$ cat src/hdl/mul_queue.sv
`timescale 1ns/1ps

module mul_queue #(
	parameter type entry_t = logic,
	parameter int  DEPTH   = 4
) (
	input  logic   clk,
	input  logic   rst_n,
	input  logic   flush,
	input  logic   in_valid,
	input  entry_t in_data,
	output logic   in_ready,
	output logic   out_valid,
	output entry_t out_data,
	input  logic   out_ready
);

	entry_t                     mem [DEPTH];
	logic [$clog2(DEPTH)-1:0]   wr_ptr;
	logic [$clog2(DEPTH)-1:0]   rd_ptr;
	logic [$clog2(DEPTH):0]     count;
	logic                       push;
	logic                       pop;

	assign in_ready  = (count != DEPTH);
	assign out_valid = (count != 0);
	assign out_data  = mem[rd_ptr];

	// Flush wins over any transfer in the same cycle
	assign push = in_valid && in_ready && !flush;
	assign pop  = out_valid && out_ready && !flush;

	always_ff @(posedge clk or negedge rst_n) begin
		if (!rst_n) begin
			wr_ptr <= '0;
			rd_ptr <= '0;
			count  <= '0;
		end else if (flush) begin
			wr_ptr <= '0;
			rd_ptr <= '0;
			count  <= '0;
		end else begin
			if (push) begin
				wr_ptr <= wr_ptr + 1'b1;  // Wraps, DEPTH is a power of two
			end
			if (pop) begin
				rd_ptr <= rd_ptr + 1'b1;
			end
			case ({push, pop})
				2'b10:   count <= count + 1'b1;
				2'b01:   count <= count - 1'b1;
				default: count <= count;
			endcase
		end
	end

	always_ff @(posedge clk) begin
		if (push) begin
			mem[wr_ptr] <= in_data;
		end
	end

	a_count_range: assert property (@(posedge clk) disable iff (!rst_n) count <= DEPTH);

endmodule

$ cat config.mk
export PLATFORM = sky130hd
export DESIGN_NAME = mul_queue
export DESIGN_NICKNAME = d
export VERILOG_FILES = /design/src/hdl/mul_queue.sv
export SDC_FILE = /design/constraint.sdc
export NUM_CORES = 1
export LEC_CHECK = 0
export BUFFER_PORTS_ARGS = -buffer_cell sky130_fd_sc_hd__buf_2
export CORE_UTILIZATION = 50
export CTS_CLUSTER_SIZE = 30
export DETAILED_ROUTE_END_ITERATION = 16
export HOLD_SLACK_MARGIN = 0.12
export PLACE_DENSITY_LB_ADDON = 0.12
export SLEW_MARGIN = 25
export SYNTH_ARGS = -nofsm -noshare
export SYNTH_HDL_FRONTEND = slang
export SYNTH_SLANG_ARGS = --single-unit
$ cat constraint.sdc
create_clock -name clk -period 2.8 [get_ports clk]
set_clock_uncertainty 0.15 [all_clocks]
set_input_delay 0.56 -clock clk [delete_from_list [all_inputs] [get_ports clk]]
set_output_delay 0.56 -clock clk [all_outputs]
set_load 0.01 [all_outputs]
# After elaboration in Yosys (flattened, before gate mapping)
# Memory sizes are Yosys's and may differ from the RTL's.
# Index checks and enable logic that the tools add are counted.
[word_totals] ff_bits=7 mem_bits_rw=4 word_cells=28 n_memories=1
[mem_list] name="mem" depth=4 width=1 read_ports=1 rd_ports_with_merged_regs=0 write_ports=1 line_no="18" rtl="entry_t mem [DEPTH];"
[op_classes] add_sub_neg=4 n_eq_ne=3 mux=8 n_reduce_logical=9
[op_table] cell="two-way mux 2 bit" count=4
[op_table] cell="case mux 3 bit (2 select lines)" count=1
[op_table] cell="nonzero test 3 bit" count=2
[op_table] cell="adder 2 x 1 -> 2 bit (second input constant)" count=2
[op_table] cell="logical AND 1 bit" count=4
[op_table] cell="nonzero test 2 bit" count=2
[op_table] cell="adder 3 x 1 -> 3 bit (second input constant)" count=1
[op_table] cell="two-way mux 3 bit" count=1
[op_table] cell="inequality test 3 bit (second input constant)" count=1
[op_table] cell="subtractor 3 x 1 -> 3 bit (second input constant)" count=1
[op_table] cell="equality test 2 x 1 -> 1 bit (second input constant)" count=1
[op_table] cell="equality test 2 bit (second input constant)" count=1
[op_table] cell="two-way mux 1 bit" count=2
[op_table] cell="zero test 1 bit" count=1

# Longest topological paths before layout
[depth] depth_word=6 mapped_depth=7 ltp_nobuf=6

# Worst setup path before layout
# OpenSTA, ideal clock, no wires.
[synth_path] path_type="register to register" start="reg count[0]" end="reg count[1]" t_arrival_ns=1.811 path_slack_ns=0.738 path_stages_with_launch=7 n_path_buf=0 synth_period_minus_slack_ns=2.062 cell_sequence="dfrtp_1 -> or3_1 -> nand2_1 -> nor3_1 -> fa_1 -> a21oi_1 -> nor4_1"
[synth_between] elab_chain_len=6 word_cells_on_any_way=13
[synth_rtl] item="start, declared" line_no="21" rtl="logic [$clog2(DEPTH):0] count;"
[synth_rtl] item="start signal, assigned" line_no="50" rtl="2'b10: count <= count + 1'b1;"
[synth_rtl] item="start signal, assigned" line_no="51" rtl="2'b01: count <= count - 1'b1;"
[synth_rtl] item="start signal, assigned" line_no="52" rtl="default: count <= count;"
[synth_rtl] item="nonzero test 3 bit *" line_no="26" rtl="assign out_valid = (count != 0);"
[synth_rtl] item="net out_valid" line_no="13" rtl="output logic out_valid,"
[synth_rtl] item="logical AND 1 bit * (2 in series)" line_no="31" rtl="assign pop = out_valid && out_ready && !flush;"
[synth_rtl] item="equality test 2 x 1 -> 1 bit or equality test 2 bit (tied branches)" line_no="49" rtl="case ({push, pop})"
[synth_rtl] item="case mux 3 bit (2 select lines)" line_no="49"
[synth_rtl] item="two-way mux 3 bit" line_no="38" rtl="end else if (flush) begin"
# The timed path passes the listed nets; every way through them passes the cells marked *.
# A chain may end at the register's enable or synchronous reset.

# Worst setup path in the final report
[layout_path] start="reg count[0]" end="reg count[1]"
[layout_between] elab_chain_len=6 word_cells_on_any_way=13
[layout_rtl] item="inequality test 3 bit or nonzero test 3 bit (tied branches)" line_no="25, 26"
[layout_rtl] item="logical AND 1 bit (on tied branches) (2 in series)" line_no="30, 31"
[layout_rtl] item="equality test 2 x 1 -> 1 bit or equality test 2 bit (tied branches)" line_no="49"
[layout_rtl] item="case mux 3 bit (2 select lines)" line_no="49"
[layout_rtl] item="two-way mux 3 bit" line_no="38"
# Parallel ways exist; a longest one is shown, timed or not.

==> metrics.cfg <==
[status]
status = finished, final reports clean

[place]
placed_cell_area_um2 = 748
place_inst = 91
hpwl_um = 895
gp_congestion = 0.754
place_ws_ps = 673
port_buffers = 8

[power]
pwr-share-clk_pct = 26.2
netSwitchingFraction_pct = 31.0
ir_worst_vdd_mv = 0.390
power.total_mw = 0.413
power.density_mw_per_mm2 = 526
switching_power_mw = 0.128
p_int_mw = 0.285
p_seq_share_pct = 48.6
cellLeakagePower_nw = 0.335
pwr-share-comb_pct = 25.3

[critical_path]
cpPeakStageDelay_ps = 510
cp-startpoint = count[0]
r2r_cells = 6
end_kind = flip-flop
crit_arrival_ps = 2170
r2r-end = count[1]
path_class = reg -> reg
crit_chain = or3_1 -> nand2_1 -> nor3_1 -> fa_1 -> a21oi_1 -> nor4_1
cp-start-kind = flip-flop
slowest_stage = fa_1
rrSetupSlack_ps = 640
crit_path_max_fanout = 9
critical_path.reg2reg.startpoint = count[0]
cp.required_ps = 2820

[drt]
ant_nets = 0
vias = 537
dr.pass1.iters = 4
avgRoutedWirePerCell_um = 13.0
drc = 0
wirelength_um = 1250
drt_first_iter_violations = 11
via_per_inst = 5.59

[floorplan]
row_count = 13
dieArea_mm2 = 0.00157
boundaryPins = 9
core-area_mm2 = 0.00130
die_y_um = 39.6
initial_core_util_pct = 54.3
dieWidth_um = 39.6

[grt]
antenna_found_initial = 0
gr-total-overflow = 0
grt_pass1_wl_um = 1900
grt_usage_pct = 19.3
grt_max_degree = 15
grt_pass1_vias = 441

[synthesis]
ys_types = 30
synth_area_leaders = dfrtp_1, edfxtp_1, ha_1
netlist_instances = 71
yosysSeqAreaShare_pct = 41.8
synthFlopType = dfrtp_1
async_flop_share_pct = 63.6
ys_top_cells_by_count = nor2_1, dfrtp_1, a21oi_1
syn-num-nets = 82
yosysTopAreaCell = dfrtp_1
postSynthAreaPerCell_um2 = 9.96
synth.top_cell.area_share_pct = 24.8
yosysMostFrequentCell = nor2_1
synth-edff-count = 4
synth-seq-cells = 11
yosysWarnings = 0
syn_area_um2 = 707

[timing]
slew_headroom_pct = 79.3
fin_worst_hold_slack_ps = 358
finalCritPeriodShare_pct = 77.1
rsz0062_at_grt = false
setup_viol_count_final = 0
worstMarginPinSlew_ps = 311
clock.fmax_mhz = 463
min_period_ps = 2160
finalMaxSlewViolations = 0
final_hold_viol_count = 0
fin_tns_setup_ps = 0
fin_ws_ps = 642

[final_layout]
instances_no_fill = 96
nets = 93
antenna_cells = 0
drive_above_1_share_pct = 19.8
area_growth_pct = 11.0
final_area_um2 = 785
final_util_pct = 60.3

[clocking]
cts_sinks = 11
path_clk_slew_ps = 70
clk_latency_ps = 260
clock_path_buffers = 2
htree_levels = 1
post_cts_buffers = 0
cts-root-buf = clkbuf_4
cts-buffers-inserted = 3
cts_tree = done

[worst_hold_path]
min_from = in_data
hold_class = in -> reg
worst_hold_path.endpoint = mem[0]
holdPathStages = 1

[job]
drv_cap = 0

==> critical path, delay by kind of cell, from the launching register on <==
family / cells / cell delay (ps)
flip-flops: 1 / 490
adder cells (fa/ha/maj): 1 / 510
AND/OR/NAND/NOR: 4 / 840
AO/OA/AOI/OAI: 1 / 70
==> power groups by stage <==
stage / Sequential, mW / Clock (mW) / Combinational (mW)
finish: 0.200 / 0.108 / 0.104
global route: 0.202 / 0.121 / 0.120
CTS: 0.200 / 0.114 / 0.105
detailed placement: 0.204 / 0 / 0.103
global placement: 0.203 / 0 / 0.100
floorplan: 0.198 / 0 / 0.0798
==> per-layer routing <==
| layer | vias up | share of wire [%] | routed length [um] | global-route usage [%] |
|---|---|---|---|---|
| li1 | 265 | - | - | - |
| met1 | 260 | 45 | 560 | 21.8 |
| met2 | 10 | 50 | 630 | 32.4 |
| met3 | 2 | 3.9 | 49 | 8.52 |
| met4 | 0 | 0.56 | 7 | 5.17 |
| met5 | - | 0 | 0 | 0 |
==> placed cells by master, fill, tap and decap left out, types with 2 or more instances in the layout <==
master    instances
nor2_1            8
buf_2             8
dfrtp_1           7
a21oi_1           5
nand2_1           4
and2_1            4
nand3_1           4
ha_1              4
edfxtp_1          4
inv_1             3
xor2_1            3
clkbuf_4          3
or3_1             2
nor3_1            2
xnor2_1           2
o21ai_0           2
==> cells by family (layout without fill, tap and decap cells) <==
logic type               Yosys count  in the layout  synth area share [%]
AO/OA/AOI/OAI                     11             11                  9.38
XOR/XNOR                           5              5                  6.20
adder cells (fa/ha/maj)            5              5                  9.91
buffers and inverters              7             17                  4.60
flip-flops                        11             11                  41.8
multiplexers                       1              1                  3.19
AND/OR/NAND/NOR                   31             31                  25.0
==> timing repair <==
action	CTS	global route
hold buffers	1	0
gates resized for setup	0	0
endpoints found under the hold margin	7	0
endpoints found under the setup margin	0	0
==> how the worst max path moves through the flow <==
stage                     to  slack, ps  cells past startpoint
CTS                 count[1]        650                      6
floorplan           count[1]        740                      6
finish              count[1]        640                      6
global placement    count[1]        680                      6
detailed placement  count[1]        670                      6
global route        count[1]        470                      6
==> flip-flops by register name, summed over array words and instances, names as in the netlist <==
register,flops
count,3
mem,4
rd_ptr,2
wr_ptr,2
==> final cells by class <==
type	instances	area [um2]
fill	116	517
inverter	4	15.0
timing repair buffer	9	50.0
clock buffer	4	26.3
multi-input combinational	53	379
sequential	11	295
tap	15	18.8
(Power assumes the default switching activity.)
